[config.mk]
export PLATFORM = sky130hd
export DESIGN_NAME = paletteAddrMux
export DESIGN_NICKNAME = d
export VERILOG_FILES = /design/src/hdl/neoVideoPkg.sv /design/src/hdl/paletteAddrMux.sv
export VERILOG_INCLUDE_DIRS = /design/src /design/src/include
export SDC_FILE = /design/constraint.sdc
export NUM_CORES = 1
export LEC_CHECK = 0
export ABC_AREA = 1
export BUFFER_PORTS_ARGS = -buffer_cell sky130_fd_sc_hd__buf_4
export CORE_UTILIZATION = 41
export DETAILED_ROUTE_END_ITERATION = 10
export PLACE_DENSITY = 0.87
export SLEW_MARGIN = 25
export SYNTH_ARGS = -nofsm -noshare
export SYNTH_HDL_FRONTEND = slang
export SYNTH_SLANG_ARGS = --single-unit
[constraint.sdc]
create_clock -name CLK_1HB -period 1.1 [get_ports CLK_1HB]
set_input_delay 0.22 -clock CLK_1HB [delete_from_list [all_inputs] [get_ports CLK_1HB]]
set_output_delay 0.22 -clock CLK_1HB [all_outputs]
set_load 0.005 [all_outputs]
[src/include/pixelMixer_cfg.svh]
//*********************************************************************
// Build constants for the pixel mixer
// Line buffer size, host address map and watchdog timing
//*********************************************************************

`ifndef PIXEL_MIXER_CFG_SVH
`define PIXEL_MIXER_CFG_SVH

// Line buffer address width, 256 entries
`define LB_ADDR_BITS 8

// Top 4 host address bits that open the palette window
`define PAL_WIN_BASE 4'h4

// Host word address of the watchdog kick register
`define WDOG_KICK_ADDR 16'h3C00

// Cycles without a kick before the CPU reset fires
`define WDOG_TIMEOUT 512

// Length of the CPU reset pulse in cycles
`define WDOG_RESET_LEN 8

`endif
[src/hdl/neoVideoPkg.sv]
//*********************************************************************
// Shared video types
// Pixel colors, palette numbers, palette and host bus words
//*********************************************************************

`include "pixelMixer_cfg.svh"

package neoVideoPkg;

	// Color index inside a palette
	// Zero is the transparent color
	typedef logic [3:0] pixelColor_t;

	// Sprite palette number
	typedef logic [7:0] spritePal_t;

	// Fix layer palette number, only the low 16 palettes
	typedef logic [3:0] fixPal_t;

	// Palette RAM address
	// Palette number in the upper bits, color in the low nibble
	typedef logic [11:0] paletteAddr_t;

	// Line buffer entry address
	typedef logic [`LB_ADDR_BITS-1:0] lbAddr_t;

	// Host bus word address and data
	typedef logic [15:0] wbAddr_t;
	typedef logic [15:0] wbData_t;

endpackage

[src/hdl/paletteAddrMux.sv]
//*********************************************************************
// Palette address mux
// Fix latch, fix over sprite priority, blanking and CPU override
//*********************************************************************

`timescale 1ns/1ns

module paletteAddrMux import neoVideoPkg::*; (
	input  logic         CLK_1HB,
	input  logic         reset,
	// Line buffer read, one cycle old
	input  paletteAddr_t spritePixel,
	input  pixelColor_t  fixColor,
	input  fixPal_t      fixPal,
	input  logic         hblank,
	// CPU palette window access
	input  logic         cpuPalSel,
	input  paletteAddr_t cpuPalAddr,
	output paletteAddr_t paletteAddr
);

	// Fix pixel and blank, delayed to meet the buffer read
	pixelColor_t  fixColorQ;
	fixPal_t      fixPalQ;
	logic         hblankQ;

	// Fix pixel as a palette entry
	paletteAddr_t fixEntry;
	logic         fixOpaque;

	// Selected video address before the output register
	paletteAddr_t videoSel;
	paletteAddr_t videoAddr;

	// Fix pixel stage
	always_ff @(posedge CLK_1HB) begin
		fixColorQ <= fixColor;
		fixPalQ   <= fixPal;
	end

	// Blank flag
	always_ff @(posedge CLK_1HB) begin
		if (reset) begin
			hblankQ <= 1'b1;
		end else begin
			hblankQ <= hblank;
		end
	end

	// Fix palettes sit in the first 256 palette entries
	assign fixEntry  = {4'h0, fixPalQ, fixColorQ};
	assign fixOpaque = (fixColorQ != '0);

	// Priority for the video side
	// Blank first, then an opaque fix pixel, then the sprites
	always_comb begin
		if (hblankQ) begin
			videoSel = '0;
		end else if (fixOpaque) begin
			videoSel = fixEntry;
		end else begin
			videoSel = spritePixel;
		end
	end

	// Output register of the video path
	always_ff @(posedge CLK_1HB) begin
		if (reset) begin
			videoAddr <= '0;
		end else begin
			videoAddr <= videoSel;
		end
	end

	// CPU takes the palette bus, video keeps running behind it
	assign paletteAddr = cpuPalSel ? cpuPalAddr : videoAddr;

	// An unknown address on the palette bus would hit a random entry
	palCpuAddrKnown: assert property (
		@(posedge CLK_1HB) disable iff (reset)
		cpuPalSel |-> !$isunknown(cpuPalAddr)
	) else $error("paletteAddrMux CPU address unknown in window access");

endmodule

==> metrics.cfg <==
[placed_design]
hpwl_mm = 1.28
port_buffers = 47
dp_cells = 153
gp_congestion = 0.622

[cts]
cts_buffer_depth = 2
postCtsSetupRepairBufs = 0
clk_pin_slew_worst_paths_ns = 0.10
cts_tree = done
cts_inserted_buffers = 3
insertion_delay_ns = 0.30
clockRootBuffer = clkbuf_4
cts_sinks = 21
cts_htree_levels = 1

[sta]
setup_viol = 12
holdWs_ns = 0.0177
worstMarginPinSlew_ns = 0.218
fin_crit_ns = 1.25
hold_viol = 0
fmax_ghz = 0.798
rsz0062_at_grt = true
maxSlewHeadroom_pct = 85.5
post-route-period-util_pct = 114
setup_slack_ns = -0.153
fin_worst_skew_ns = 0.00364
slew_violations = 0

[logic_synthesis]
synth_nets = 118
synth_top_area_cell = dfxtp_1
synthArstFlopShare_pct = 0
yosysWarningCount = 0
syn_inst = 82
ys_ff_latch = 21
ys.flop_type = dfxtp_1
ys_types = 12
synth_edf_count = 0
ys_top_cells_by_count = 21 x dfxtp_1, 12 x mux2_2, 12 x nand2_1, 8 x inv_1, 8 x nor2_1
synth.most_common_cell = dfxtp_1
seq_area_frac_synth_pct = 52.7
synth_area_um2 = 797
synth.avg_cell_area_um2 = 9.72
synth_top_area_share_pct = 52.7
synth.area.top_cells = dfxtp_1 53%, mux2_2 17%, nand2_1 5.7%

[global_routing]
grt-ovfl-total = 0
grt_usage_pct = 21.4
antenna_found_initial = 0
grt_max_degree = 13
grt_pass1_vias = 705
grt_pass1_wl_mm = 3.13

[setup_path]
r2r-start = fixColorQ[0]$_DFF_P_
required_ns = 0.88
rrSetupSlack_ns = 0.08
cp-end-kind = primary output
startpoint = videoAddr[0]$_SDFF_PP0_
crit_type = reg -> out
r2r_end = videoAddr[6]$_SDFF_PP0_
critPathLaunchType = register
worstPathMaxFanout = 1
reg2reg_depth = 5
worst_ep_arrival_time_ns = 1.03

[detailed_routing]
drcViolationCount = 0
dr.pass1.iters = 4
finalWirelength_mm = 2.25
avgRoutedWirePerCell_um = 14.1
ant_nets = 0
drt-initial-drc-count = 20
vias = 777
viasPerCell = 4.86

[pwr]
ir_drop_uv = 673
p_total_w = 0.00144
power_density_nw_per_um2 = 1100
leakage_nw = 0.671

[floorplan]
core_area_um2 = 1780
rows = 15
num_io_pins = 48
dieArea_um2 = 2120
initial_core_util_pct = 44.7
die_w_um = 46.1
dieHeight_um = 46.1

[layout]
final_layout_size_suffix_gt1_share_pct = 52.6
area_growth_pct = 65.1
stdcell_count = 160
diodes = 0
final_util_pct = 73.8
fin_nets = 172

[hold_path]
min_to = fixColorQ[1]$_DFF_P_
hp-start = fixColor[1]
whs_path_depth = 1
hold_class = in -> reg

[status]
status = complete, but fails checks
violations = negative setup slack

[flow_run]
max_cap_viol_count = 0

[cell type report]
type                       instances  area, um^2
inverter                           8        30.0
sequential                        21         423
fill                             116         467
clock buffer                       4        26.3
multi-input combinational         49         355
timing repair buffer              53         450
tap                               25        31.3
[per-stage QoR]
step                      TNS (ns)  area (um^2)  setup slack, ns
after floorplan                  0          797            0.211
after global placement           0         1160           0.0138
after detailed placement   -0.0305         1160          -0.0110
after CTS                    -1.38         1280           -0.127
after global routing         -1.92         1320           -0.188
final                        -1.47         1320           -0.153
[layout by cell type, fill, tap and decap left out]
cell type	Yosys	layout
a21oi_1	4	4
buf_4	1	38
buf_6	3	12
clkbuf_1	0	1
clkbuf_4	0	3
dfxtp_1	21	19
dfxtp_2	0	2
dlygate4sd3_1	0	3
inv_1	8	8
mux2_4	0	12
nand2_1	12	12
nand3_1	5	5
nand4_1	4	4
nor2_1	8	8
nor2_2	3	2
nor2_4	0	1
or2_2	1	1
[worst max-delay path, stage by stage (launching register included)]
cell and delay, ns:
dfxtp_1 0.33, mux2_4 0.28, buf_6 0.12
[how the worst max path moves through the flow]
stage	end	slack (ns)	depth (start not counted)
after floorplan	paletteAddr[10]	0.21	2
after global placement	paletteAddr[1]	0.01	3
after detailed placement	paletteAddr[1]	-0.01	3
after CTS	paletteAddr[4]	-0.13	2
after global routing	paletteAddr[0]	-0.19	2
final	paletteAddr[0]	-0.15	2
[flip-flops by register name, indices dropped and copies added, names as in the netlist]
| signal | count |
|---|---|
| videoAddr | 12 |
| hblankQ | 1 |
| fixPalQ | 4 |
| fixColorQ | 4 |
[logic make-up after synthesis]
kind of cell / count (synthesis) / synth area share, %
AO/OA/AOI/OAI: 4 / 2.51
buffers and inverters: 12 / 8.95
multiplexers: 12 / 17.0
AND/OR/NAND/NOR: 33 / 18.8
flip-flops: 21 / 52.7
[layer usage]
layer / track usage, % / vias to the layer above / routed length (um) / share of wire (%)
li1: - / 375 / - / -
met1: 23.0 / 354 / 835 / 37
met2: 38.6 / 40 / 1190 / 53
met3: 4.71 / 8 / 160 / 7.1
met4: 11.2 / 0 / 72 / 3.2
met5: 0 / - / 0 / 0
[what timing repair did]
| action | CTS | global route |
|---|---|---|
| resized for setup | 24 | 3 |
| endpoints found under the hold margin | 0 | 3 |
| endpoints found under the setup margin | 12 | 13 |
| hold buffers | 0 | 3 |
[power breakdown]
part           switching (W)  total (W)  internal, W
combinational      0.0000942   0.000289     0.000195
sequential         0.0000130   0.000800     0.000787
clock               0.000212   0.000353     0.000141
Power figures use the tool's default switching activity.
