`config.mk`:
```
export PLATFORM = sky130hd
export DESIGN_NAME = lineBuffer
export DESIGN_NICKNAME = d
export VERILOG_FILES = /design/src/hdl/neoVideoPkg.sv /design/src/hdl/lineBuffer.sv
export VERILOG_INCLUDE_DIRS = /design/src /design/src/include
export SDC_FILE = /design/constraint.sdc
export NUM_CORES = 2
export LEC_CHECK = 0
export BUFFER_PORTS_ARGS = -buffer_cell sky130_fd_sc_hd__buf_2
export CORE_MARGIN = 2
export CORE_UTILIZATION = 25
export DETAILED_ROUTE_END_ITERATION = 16
export HOLD_SLACK_MARGIN = 0.02
export PLACE_DENSITY_LB_ADDON = 0.12
export SLEW_MARGIN = 5
export SYNTH_ARGS = -nofsm -noshare
export SYNTH_HDL_FRONTEND = slang
export SYNTH_SLANG_ARGS = --single-unit
```
`constraint.sdc`:
```
create_clock -name CLK_1HB -period 14.2 [get_ports CLK_1HB]
set_clock_uncertainty 0.1 [all_clocks]
set_input_delay 0.71 -clock CLK_1HB [delete_from_list [all_inputs] [get_ports CLK_1HB]]
set_output_delay 0.71 -clock CLK_1HB [all_outputs]
set_load 0.02 [all_outputs]
```
`src/include/pixelMixer_cfg.svh`:
```
//*********************************************************************
// Build constants for the pixel mixer
// Line buffer size, host address map and watchdog timing
//*********************************************************************

`ifndef PIXEL_MIXER_CFG_SVH
`define PIXEL_MIXER_CFG_SVH

// Line buffer address width, 256 entries
`define LB_ADDR_BITS 8

// Top 4 host address bits that open the palette window
`define PAL_WIN_BASE 4'h4

// Host word address of the watchdog kick register
`define WDOG_KICK_ADDR 16'h3C00

// Cycles without a kick before the CPU reset fires
`define WDOG_TIMEOUT 512

// Length of the CPU reset pulse in cycles
`define WDOG_RESET_LEN 8

`endif
```
`src/hdl/neoVideoPkg.sv`:
```
//*********************************************************************
// Shared video types
// Pixel colors, palette numbers, palette and host bus words
//*********************************************************************

`include "pixelMixer_cfg.svh"

package neoVideoPkg;

	// Color index inside a palette
	// Zero is the transparent color
	typedef logic [3:0] pixelColor_t;

	// Sprite palette number
	typedef logic [7:0] spritePal_t;

	// Fix layer palette number, only the low 16 palettes
	typedef logic [3:0] fixPal_t;

	// Palette RAM address
	// Palette number in the upper bits, color in the low nibble
	typedef logic [11:0] paletteAddr_t;

	// Line buffer entry address
	typedef logic [`LB_ADDR_BITS-1:0] lbAddr_t;

	// Host bus word address and data
	typedef logic [15:0] wbAddr_t;
	typedef logic [15:0] wbData_t;

endpackage

```
`src/hdl/lineBuffer.sv`:
```
//*********************************************************************
// Sprite line buffer
// Entry memory, address counter, draw writes, clear-on-read display
//*********************************************************************

`timescale 1ns/1ns

`include "pixelMixer_cfg.svh"

module lineBuffer import neoVideoPkg::*; (
	input  logic         CLK_1HB,
	input  logic         reset,
	// High while this buffer is being shown
	input  logic         displayRole,
	input  logic         load,
	input  lbAddr_t      startAddr,
	input  logic         step,
	// Sprite pixel to draw
	input  pixelColor_t  color,
	input  spritePal_t   pal,
	// Entry read in the display role
	output paletteAddr_t pixelOut
);

	// One entry per pixel of the line
	localparam int depth = 1 << `LB_ADDR_BITS;

	paletteAddr_t entries [depth];
	lbAddr_t      addrCnt;

	// Sprite pixel as stored
	paletteAddr_t drawEntry;

	// Transparent pixels never touch the memory
	logic         drawOpaque;

	// Draw side write strobe
	logic         drawWrite;

	// Display side read and clear strobe
	logic         showRead;

	assign drawEntry  = {pal, color};
	assign drawOpaque = (color != '0);
	assign drawWrite  = step && !displayRole && drawOpaque;
	assign showRead   = step && displayRole;

	// Address counter
	// Load sets the start of the sprite or of the visible line
	// Each step moves one pixel to the right
	always_ff @(posedge CLK_1HB) begin
		if (reset) begin
			addrCnt <= '0;
		end else if (load) begin
			addrCnt <= startAddr;
		end else if (step) begin
			addrCnt <= addrCnt + 1'b1;
		end
	end

	// Entry memory
	// Draw role writes palette and color of opaque pixels
	// Display role reads the entry and leaves zero behind
	// so that the buffer is blank when it is drawn again
	always_ff @(posedge CLK_1HB) begin
		if (drawWrite) begin
			entries[addrCnt] <= drawEntry;
		end
		if (showRead) begin
			entries[addrCnt] <= '0;
		end
	end

	// Read register
	// Holds the last shown pixel between steps
	always_ff @(posedge CLK_1HB) begin
		if (showRead) begin
			pixelOut <= entries[addrCnt];
		end
	end

	// Counter would move twice or jump on the same edge
	lbLoadStepExclusive: assert property (
		@(posedge CLK_1HB) disable iff (reset)
		!(load && step)
	) else $error("lineBuffer load and step high together");

	// Unknown color would corrupt the entry of the next line
	lbDrawColorKnown: assert property (
		@(posedge CLK_1HB) disable iff (reset)
		(step && !displayRole) |-> !$isunknown(color)
	) else $error("lineBuffer draw step with unknown color");

endmodule

```
==> flow_summary.yaml <==
power_and_ir_drop:
  worst_ir_drop_vdd_uv: 94.4
  power.total_mw: 20.1
  power_per_cell_area_nw_per_um2: 145
  p_leak_nw: 41.1
setup_path:
  cpMostUsedCell: "buf_12"
  slowest_delay_ns: 1.01
  path_class: "register to register"
  end_kind: "register"
  cp_top_family: "buffers and inverters"
  critPathMaxFanout: 76
  critPathSlowestCell: "o41ai_2"
  cp.buffers_inverters: 3
  crit_chain: "buf_12 > buf_4 > buf_12 > mux4_2 > a22oi_1 > a21oi_1 > o41ai_2 > nand4_1"
  start_kind: "register"
  arrival_ns: 6.47
  cp.required_ns: 14.74
cts:
  numCtsBuffers: 350
  ctsResizeCount: 0
  cts_max_level: 5
  clock-sinks: 3092
  clk_pin_slew_worst_paths_ns: 0.06
  cts_root_buf: "clkbuf_16"
  insertion_delay_ns: 0.96
  cts_buffer_depth: 4
  cts_tree: "built"
placed_design:
  dp_cells: 11400
  dp_slack_ns: 8.10
  port_buffers: 36
  gp_congestion: 0.738
  dp_hpwl_microns: 213000
timing:
  worst_slack_ns: 8.28
  rsz0062_at_grt: "no"
  drv_slew: 0
  setup_viol: 0
  fin_crit_sh_pct: 41.7
  layout_min_cycle_time_ns: 5.92
  fin_setup_tns_ns: 0
  final_hold_viol_count: 0
  maxClockFrequency_ghz: 0.169
  tightest_slew_ns: 1.25
  maxSlewHeadroom_pct: 15.5
yosys:
  yosysTopAreaCell: "edfxtp_1"
  async_flop_share_pct: 0
  syn_nets: 5214
  ys_warn_count: 0
  syn_inst: 5185
  syn-cell-area_sq_um: 118000
  synth_edf_count: 3084
  synth_area_leaders: "edfxtp_1 79%, mux4_2 15%, a22oi_1 2.4%, nor2_1 0.87%, a21oi_1 0.84%"
  yosysSeqAreaShare_pct: 78.9
  synth_top_area_share_pct: 78.8
  synth_area_per_cell_sq_um: 22.7
  yosysUniqueCellTypes: 32
  synth-main-ff-cell: "edfxtp_1"
  synth_common_cells: "3084 x edfxtp_1, 768 x mux4_2, 381 x a22oi_1"
  synth_most_common_cell: "edfxtp_1"
  synth-seq-cells: 3092
cells_and_area:
  nets: 5600
  multi_input_area_sq_um: 23800
  fill_cells: 45200
  instances_no_fill: 12100
  areaGrowthSynthToFinish_pct: 17.5
  drive_gt1_share_pct: 29.8
  ff_latch_area_sq_um: 92800
detailed_routing:
  route.detailed.drc: 0
  vias_per_cell: 4.64
  ant_nets: 0
  firstDrtPassIters: 5
  wl_per_cell_microns: 30.6
  via_count: 55900
  routed_wl_microns: 369000
  drt_iter0_drc: 5106
die:
  rows: 251
  initial_utilization_pct: 25.1
  core_sq_um: 468000
  dieWidth_microns: 690
  design.die.area_sq_um: 476000
  die-height_microns: 690
  io_pins: 37
grt:
  first_global_vias: 58400
  groute.usage.overall_pct: 15.3
  grt_max_degree: 122
  antenna_found_initial: 27
  overflow: 0
  grt_pass1_wl_microns: 507000
worst_hold_path:
  hold_class: "input port to register"
outcome:
  status: "completed"
run:
  drv_cap: 0
## cells by family after synthesis
family	count (synthesis)	share of synthesized area, %
simple gates	351	1.21
flops	3092	78.9
mux	769	14.7
buf+inv	329	1.34
compound gates	634	3.69
xor+xnor	6	0.0447
fa+ha+maj	4	0.0426
## what timing repair did
item | 4_1_cts | 5_1_grt
buffers inserted | 0 | 0
endpoints found under the setup margin | 0 | 0
hold endpoints to repair | 8 | 0
hold buffers | 16 | 0
## final cells by class
type                            count  area share [%]
Antenna cell                        7          0.0127
Timing Repair Buffer              358            2.04
Tap cell                         6198            5.62
Sequential cell                  3092            67.2
Inverter                            5          0.0136
Multi-Input combinational cell   1764            17.2
Clock inverter                    188            1.26
Clock buffer                      438            6.63
## through the flow
step	cell area [sq um]	util (%)	hold slack (ns)
finish	138000	29.5	0.173
global route	138000	29.5	0.131
CTS	138000	29.5	0.0845
detailed placement	127000	27.2	0.715
global placement	127000	27.1	0.680
floorplan	118000	-	0.411
## worst reg2reg max path, delay by kind of cell (launching register included)
family,cells,cell delay (ns)
buffers and inverters,3,2.25
DFF,1,0.86
AOI/OAI and AO/OA,3,1.52
and+or+nand+nor,1,0.18
muxes,1,0.73
## flip-flops by register name, indices dropped and copies added, names as in the netlist
signal and cells:
addrCnt 8, entries 3072, pixelOut 12
## layout by cell type, fill, tap and decap left out, types with 13 or more instances in the layout
| cell | instances |
|---|---|
| a22oi_1 | 381 |
| clkbuf_16 | 353 |
| o41ai_2 | 23 |
| dlygate4sd3_1 | 16 |
| nand2_1 | 21 |
| clkinv_2 | 57 |
| bufinv_16 | 27 |
| nand2_2 | 16 |
| clkinv_1 | 76 |
| buf_12 | 14 |
| buf_2 | 36 |
| mux4_2 | 768 |
| a21oi_1 | 197 |
| o41ai_1 | 21 |
| edfxtp_1 | 3084 |
| nand4_1 | 14 |
| clkbuf_1 | 85 |
| nor2_1 | 173 |
| and2_4 | 13 |
| nor2_2 | 97 |
| buf_4 | 292 |
## report_power, final
part	internal [mW]	switching [mW]	total, mW	leakage [nW]
registers	10.1	0.0252	10.1	28.0
logic	0.375	0.794	1.17	7.78
clock network	5.06	3.73	8.78	5.32
total	15.5	4.55	20.1	41.1
## final timing paths
kind	start	to	slack [ns]	cells after the start
worst max-delay path	addrCnt[0]	pixelOut[7]	8.28	8
worst max register to register	addrCnt[0]	pixelOut[7]	8.28	8
worst min-delay path	pal[5]	entries[19][9]	0.17	2
worst min register to register	addrCnt[7]	addrCnt[7]	0.69	2
## per-layer routing
metal	vias up	global-route usage [%]	wire, microns
met4	0	3.11	7240
li1	23000	-	-
met2	1266	25.1	177000
met1	31200	21.9	169000
met3	403	1.85	15400
met5	-	0	0
Power figures use the tool's default switching activity.
