<file path="src/include/pixelMixer_cfg.svh">
//*********************************************************************
// Build constants for the pixel mixer
// Line buffer size, host address map and watchdog timing
//*********************************************************************

`ifndef PIXEL_MIXER_CFG_SVH
`define PIXEL_MIXER_CFG_SVH

// Line buffer address width, 256 entries
`define LB_ADDR_BITS 8

// Top 4 host address bits that open the palette window
`define PAL_WIN_BASE 4'h4

// Host word address of the watchdog kick register
`define WDOG_KICK_ADDR 16'h3C00

// Cycles without a kick before the CPU reset fires
`define WDOG_TIMEOUT 512

// Length of the CPU reset pulse in cycles
`define WDOG_RESET_LEN 8

`endif
</file>
<file path="src/hdl/neoVideoPkg.sv">
//*********************************************************************
// Shared video types
// Pixel colors, palette numbers, palette and host bus words
//*********************************************************************

`include "pixelMixer_cfg.svh"

package neoVideoPkg;

	// Color index inside a palette
	// Zero is the transparent color
	typedef logic [3:0] pixelColor_t;

	// Sprite palette number
	typedef logic [7:0] spritePal_t;

	// Fix layer palette number, only the low 16 palettes
	typedef logic [3:0] fixPal_t;

	// Palette RAM address
	// Palette number in the upper bits, color in the low nibble
	typedef logic [11:0] paletteAddr_t;

	// Line buffer entry address
	typedef logic [`LB_ADDR_BITS-1:0] lbAddr_t;

	// Host bus word address and data
	typedef logic [15:0] wbAddr_t;
	typedef logic [15:0] wbData_t;

endpackage

</file>
<file path="src/hdl/hostBusPort.sv">
//*********************************************************************
// Host bus port
// Wishbone classic slave, palette window decode and watchdog
//*********************************************************************

`timescale 1ns/1ns

`include "pixelMixer_cfg.svh"

module hostBusPort import neoVideoPkg::*; (
	input  logic         CLK_1HB,
	input  logic         reset,
	input  logic         wbCyc,
	input  logic         wbStb,
	input  logic         wbWe,
	input  wbAddr_t      wbAdr,
	input  wbData_t      wbDatW,
	output logic         wbAck,
	output wbData_t      wbDatR,
	// Palette window hit, valid in the ack cycle
	output logic         cpuPalSel,
	output paletteAddr_t cpuPalAddr,
	output logic         cpuReset
);

	localparam int cntBits   = $clog2(`WDOG_TIMEOUT + 1);
	localparam int pulseBits = $clog2(`WDOG_RESET_LEN + 1);

	logic                 busReq;
	logic                 palHit;
	logic                 kickHit;
	logic                 kickWrite;
	logic [cntBits-1:0]   wdogCount;
	logic [pulseBits-1:0] pulseCount;
	logic [cntBits-1:0]   remaining;

	// New request, the ack cycle itself is not sampled again
	assign busReq    = wbCyc && wbStb && !wbAck;
	assign palHit    = (wbAdr[15:12] == `PAL_WIN_BASE);
	assign kickHit   = (wbAdr == `WDOG_KICK_ADDR);
	assign kickWrite = busReq && wbWe && kickHit;
	assign remaining = cntBits'(`WDOG_TIMEOUT) - wdogCount;

	// Ack and window select, one cycle after the request
	always_ff @(posedge CLK_1HB) begin
		if (reset) begin
			wbAck     <= 1'b0;
			cpuPalSel <= 1'b0;
			wbDatR    <= '0;
		end else begin
			wbAck     <= busReq;
			cpuPalSel <= busReq && palHit;
			// Only the kick register reads back
			if (busReq && !wbWe && kickHit) begin
				wbDatR <= wbData_t'(remaining);
			end else begin
				wbDatR <= '0;
			end
		end
	end

	// Low address bits go straight to the palette bus
	always_ff @(posedge CLK_1HB) begin
		if (busReq) begin
			cpuPalAddr <= wbAdr[11:0];
		end
	end

	// Watchdog
	// Counts up until a kick or the timeout, then holds during the pulse
	always_ff @(posedge CLK_1HB) begin
		if (reset) begin
			wdogCount  <= '0;
			pulseCount <= '0;
			cpuReset   <= 1'b0;
		end else if (cpuReset) begin
			if (pulseCount == '0) begin
				cpuReset  <= 1'b0;
				wdogCount <= '0;
			end else begin
				pulseCount <= pulseCount - 1'b1;
			end
		end else if (kickWrite) begin
			wdogCount <= '0;
		end else if (wdogCount == cntBits'(`WDOG_TIMEOUT - 1)) begin
			// Timeout, start the CPU reset pulse
			cpuReset   <= 1'b1;
			pulseCount <= pulseBits'(`WDOG_RESET_LEN - 1);
		end else begin
			wdogCount <= wdogCount + 1'b1;
		end
	end

	// Single cycle ack, a stuck ack would repeat the access
	hbAckSingle: assert property (
		@(posedge CLK_1HB) disable iff (reset)
		wbAck |=> !wbAck
	) else $error("hostBusPort ack held for two cycles");

	hbWriteDataKnown: assert property (
		@(posedge CLK_1HB) disable iff (reset)
		(wbCyc && wbStb && wbWe) |-> !$isunknown(wbDatW)
	) else $error("hostBusPort write with unknown data");

endmodule

</file>
<file path="config.mk">
export PLATFORM = sky130hd
export DESIGN_NAME = hostBusPort
export DESIGN_NICKNAME = d
export VERILOG_FILES = /design/src/hdl/neoVideoPkg.sv /design/src/hdl/hostBusPort.sv
export VERILOG_INCLUDE_DIRS = /design/src /design/src/include
export SDC_FILE = /design/constraint.sdc
export NUM_CORES = 1
export LEC_CHECK = 0
export ABC_AREA = 1
export BUFFER_PORTS_ARGS = -buffer_cell sky130_fd_sc_hd__buf_2
export CAP_MARGIN = 40
export CORE_MARGIN = 1.5
export CORE_UTILIZATION = 53
export DETAILED_ROUTE_END_ITERATION = 12
export PLACE_DENSITY = 0.9
export SLEW_MARGIN = 5
export SYNTH_ARGS = -nofsm -noshare
export SYNTH_HDL_FRONTEND = slang
export SYNTH_SLANG_ARGS = --single-unit
</file>
<file path="constraint.sdc">
create_clock -name CLK_1HB -period 4.85 [get_ports CLK_1HB]
set_clock_uncertainty 0.15 [all_clocks]
set_input_delay 0.2425 -clock CLK_1HB [delete_from_list [all_inputs] [get_ports CLK_1HB]]
set_output_delay 0.2425 -clock CLK_1HB [all_outputs]
set_load 0.005 [all_outputs]
</file>
==> results_dict.tcl <==
set metrics [dict create \
    drive_above_1_share_pct 21.8 \
    max_stage_delay_ns 0.53 \
    grt_pass1_vias 1792 \
    min_period_ns 2.09 \
    antenna_found_initial 0 \
    hold_viol_final 0 \
    ys_types 28 \
    cts_setup_buffers 0 \
    fillerInstances 259 \
    track_usage_pct 26.2 \
    crit_required_ns 4.95 \
    cts_tree "built" \
    setup_viol 0 \
    status "completed" \
    rows 21 \
    hold_path.class "in -> reg" \
    first_iter_violations 170 \
    leakage_uw 0.00106 \
    synth_top_cell_by_area "dfxtp_1" \
    die_w_um 62.5 \
    clk_pin_slew_ns 0.11 \
    start_util_pct 55.8 \
    netlist_area_um2 1880 \
    netlist.area_leader.share_pct 28.8 \
    ys_async_sr_fraction_pct 0 \
    synth-warning-count 0 \
    area_delta_synth_final_pct 22.3 \
    multi_input_area_um2 821 \
    final_util_pct 68.3 \
    worst_ir_drop_vdd_uv 107 \
    cp.arrival_ns 2.19 \
    fin_setup_tns_ns 0 \
    cpLargestDelayFamily "simple AND/OR/NAND/NOR gates" \
    fin_nets 338 \
    gp_congestion 0.946 \
    ys.flop_type "dfxtp_1" \
    grt_max_degree 13 \
    fp.dieArea_um2 3910 \
    detail_route.wl_per_cell_um 14.1 \
    fmax_mhz 479 \
    via_count 1810 \
    max_cap_viol_count 0 \
    firstDrtPassIters 4 \
    die_y_um 62.5 \
    grt_pass1_wl_um 7960 \
    cp_cell_sequence "dlygate4sd3_1 -> buf_2 -> nor2_1 -> nand2_1 -> nor2_1 -> nand3_1 -> nand2_1 -> nor2_1 -> nand3_1 -> nand2_1" \
    cp-end-kind "flop" \
    clock_path_buffers 2 \
    cts.sinks 39 \
    synth_cells 236 \
    cp_num_buf_inv 2 \
    slowest_stage "dlygate4sd3_1" \
    fin_crit_sh_pct 43.0 \
    reg2reg_slack_ns 2.94 \
    antenna_left 0 \
    syn_avg_cell_area_um2 7.95 \
    slew_viol_final 0 \
    vias_per_cell 5.26 \
    synth_area_leaders "dfxtp_1 (29%), edfxtp_1 (19%), nand2_1 (10%)" \
    drt_wl_total_um 4850 \
    route.detailed.drc 0 \
    pwr_density_cell_nw_per_um2 247 \
    yosysSeqAreaShare_pct 48.0 \
    clk_latency_ns 0.35 \
    fin_ws_ns 2.76 \
    numCtsBuffers 5 \
    io_pins 68 \
    rsz0062_at_grt "no" \
    synth-seq-cells 39 \
    total_power_uw 568 \
    core_um2 3360 \
    synth_edf_count 12 \
    whs_ns 0.0364 \
    post-place-ws_ns 2.98 \
    path_class "in -> reg" \
    io_buffers 45 \
    antenna_cells 0 \
    regArea_um2 901 \
    startpoint_type "input port" \
    dp_hpwl_um 2910 \
    ctsRootBufferMaster "clkbuf_4" \
    cp_max_fo 8 \
    gr-total-overflow 0 \
    cts_max_level 2 \
]
-- cell usage in the layout (no fill, tap or decap), types with 5 or more instances in the layout --
master / synthesis / final
conb_1: 1 / 6
nand2_1: 52 / 52
nand3_1: 27 / 27
a21oi_1: 7 / 7
inv_1: 25 / 25
xor2_1: 5 / 5
dfxtp_1: 27 / 27
nor2_1: 37 / 37
buf_2: 1 / 45
nor3_1: 7 / 7
edfxtp_1: 12 / 12
clkbuf_4: 0 / 5
dlygate4sd3_1: 0 / 14
-- synth_stat cells, types with 3 or more instances --
master / count
nand2_1: 52
nor2_4: 3
dfxtp_1: 27
xor2_1: 5
nor2_1: 37
buf_4: 7
nor3_1: 7
edfxtp_1: 12
a21oi_1: 7
inv_1: 25
nand2_2: 4
ha_1: 4
nand3_1: 27
-- repair_timing --
| action | CTS | global route |
|---|---|---|
| resized for setup | 0 | 0 |
| hold buffers | 14 | 0 |
| hold endpoints to repair | 13 | 0 |
-- where the power goes --
group	switching [uW]	internal, uW
Sequential	4.65	343
Combinational	33.6	26.1
Clock	105	54.6
-- sequential cells by signal (all words and copies together) (netlist names) --
name        flops
pulseCount      4
cpuPalAddr     12
wdogCount      10
wbAck           1
wbDatR         10
cpuReset        1
cpuPalSel       1
-- through the flow --
step                area (um^2)  std cells
floorplan                  1900        241
global placement           2110        322
detailed placement         2110        322
CTS                        2300        344
global route               2300        344
finish                     2300        344
-- path summary, 6_finish.rpt --
check,from,endpoint,cells after the start
max,wbAdr[5],wdogCount[7],10
min,reset,wdogCount[4],2
max reg2reg,wdogCount[0],wdogCount[9],9
min reg2reg,pulseCount[1],pulseCount[1],2
-- cells by family after synthesis --
logic type      after synthesis  synth area share, %
simple gates                139                 34.0
flops                        39                 48.0
buf+inv                      37                 9.27
compound gates               11                 3.53
xor+xnor                      5                 2.33
fa+ha+maj                     4                 2.67
other cells                   1                0.200
-- layer usage --
layer	vias to the layer above	wire (um)	GRT usage [%]
met5	-	0	0
met4	0	212	18.1
met3	20	390	6.13
met2	101	2410	45.2
met1	829	1830	28.3
li1	860	-	-
-- cell type report --
| type | instances | share of cell area [%] |
|---|---|---|
| sequential | 39 | 39.2 |
| multi-input combinational | 165 | 35.7 |
| timing repair buffer | 59 | 15.9 |
| inverter | 27 | 4.41 |
| tap | 46 | 2.51 |
| clock buffer | 6 | 1.80 |
| clock inverter | 2 | 0.381 |
No activity file was read; power rests on OpenSTA's default activity.
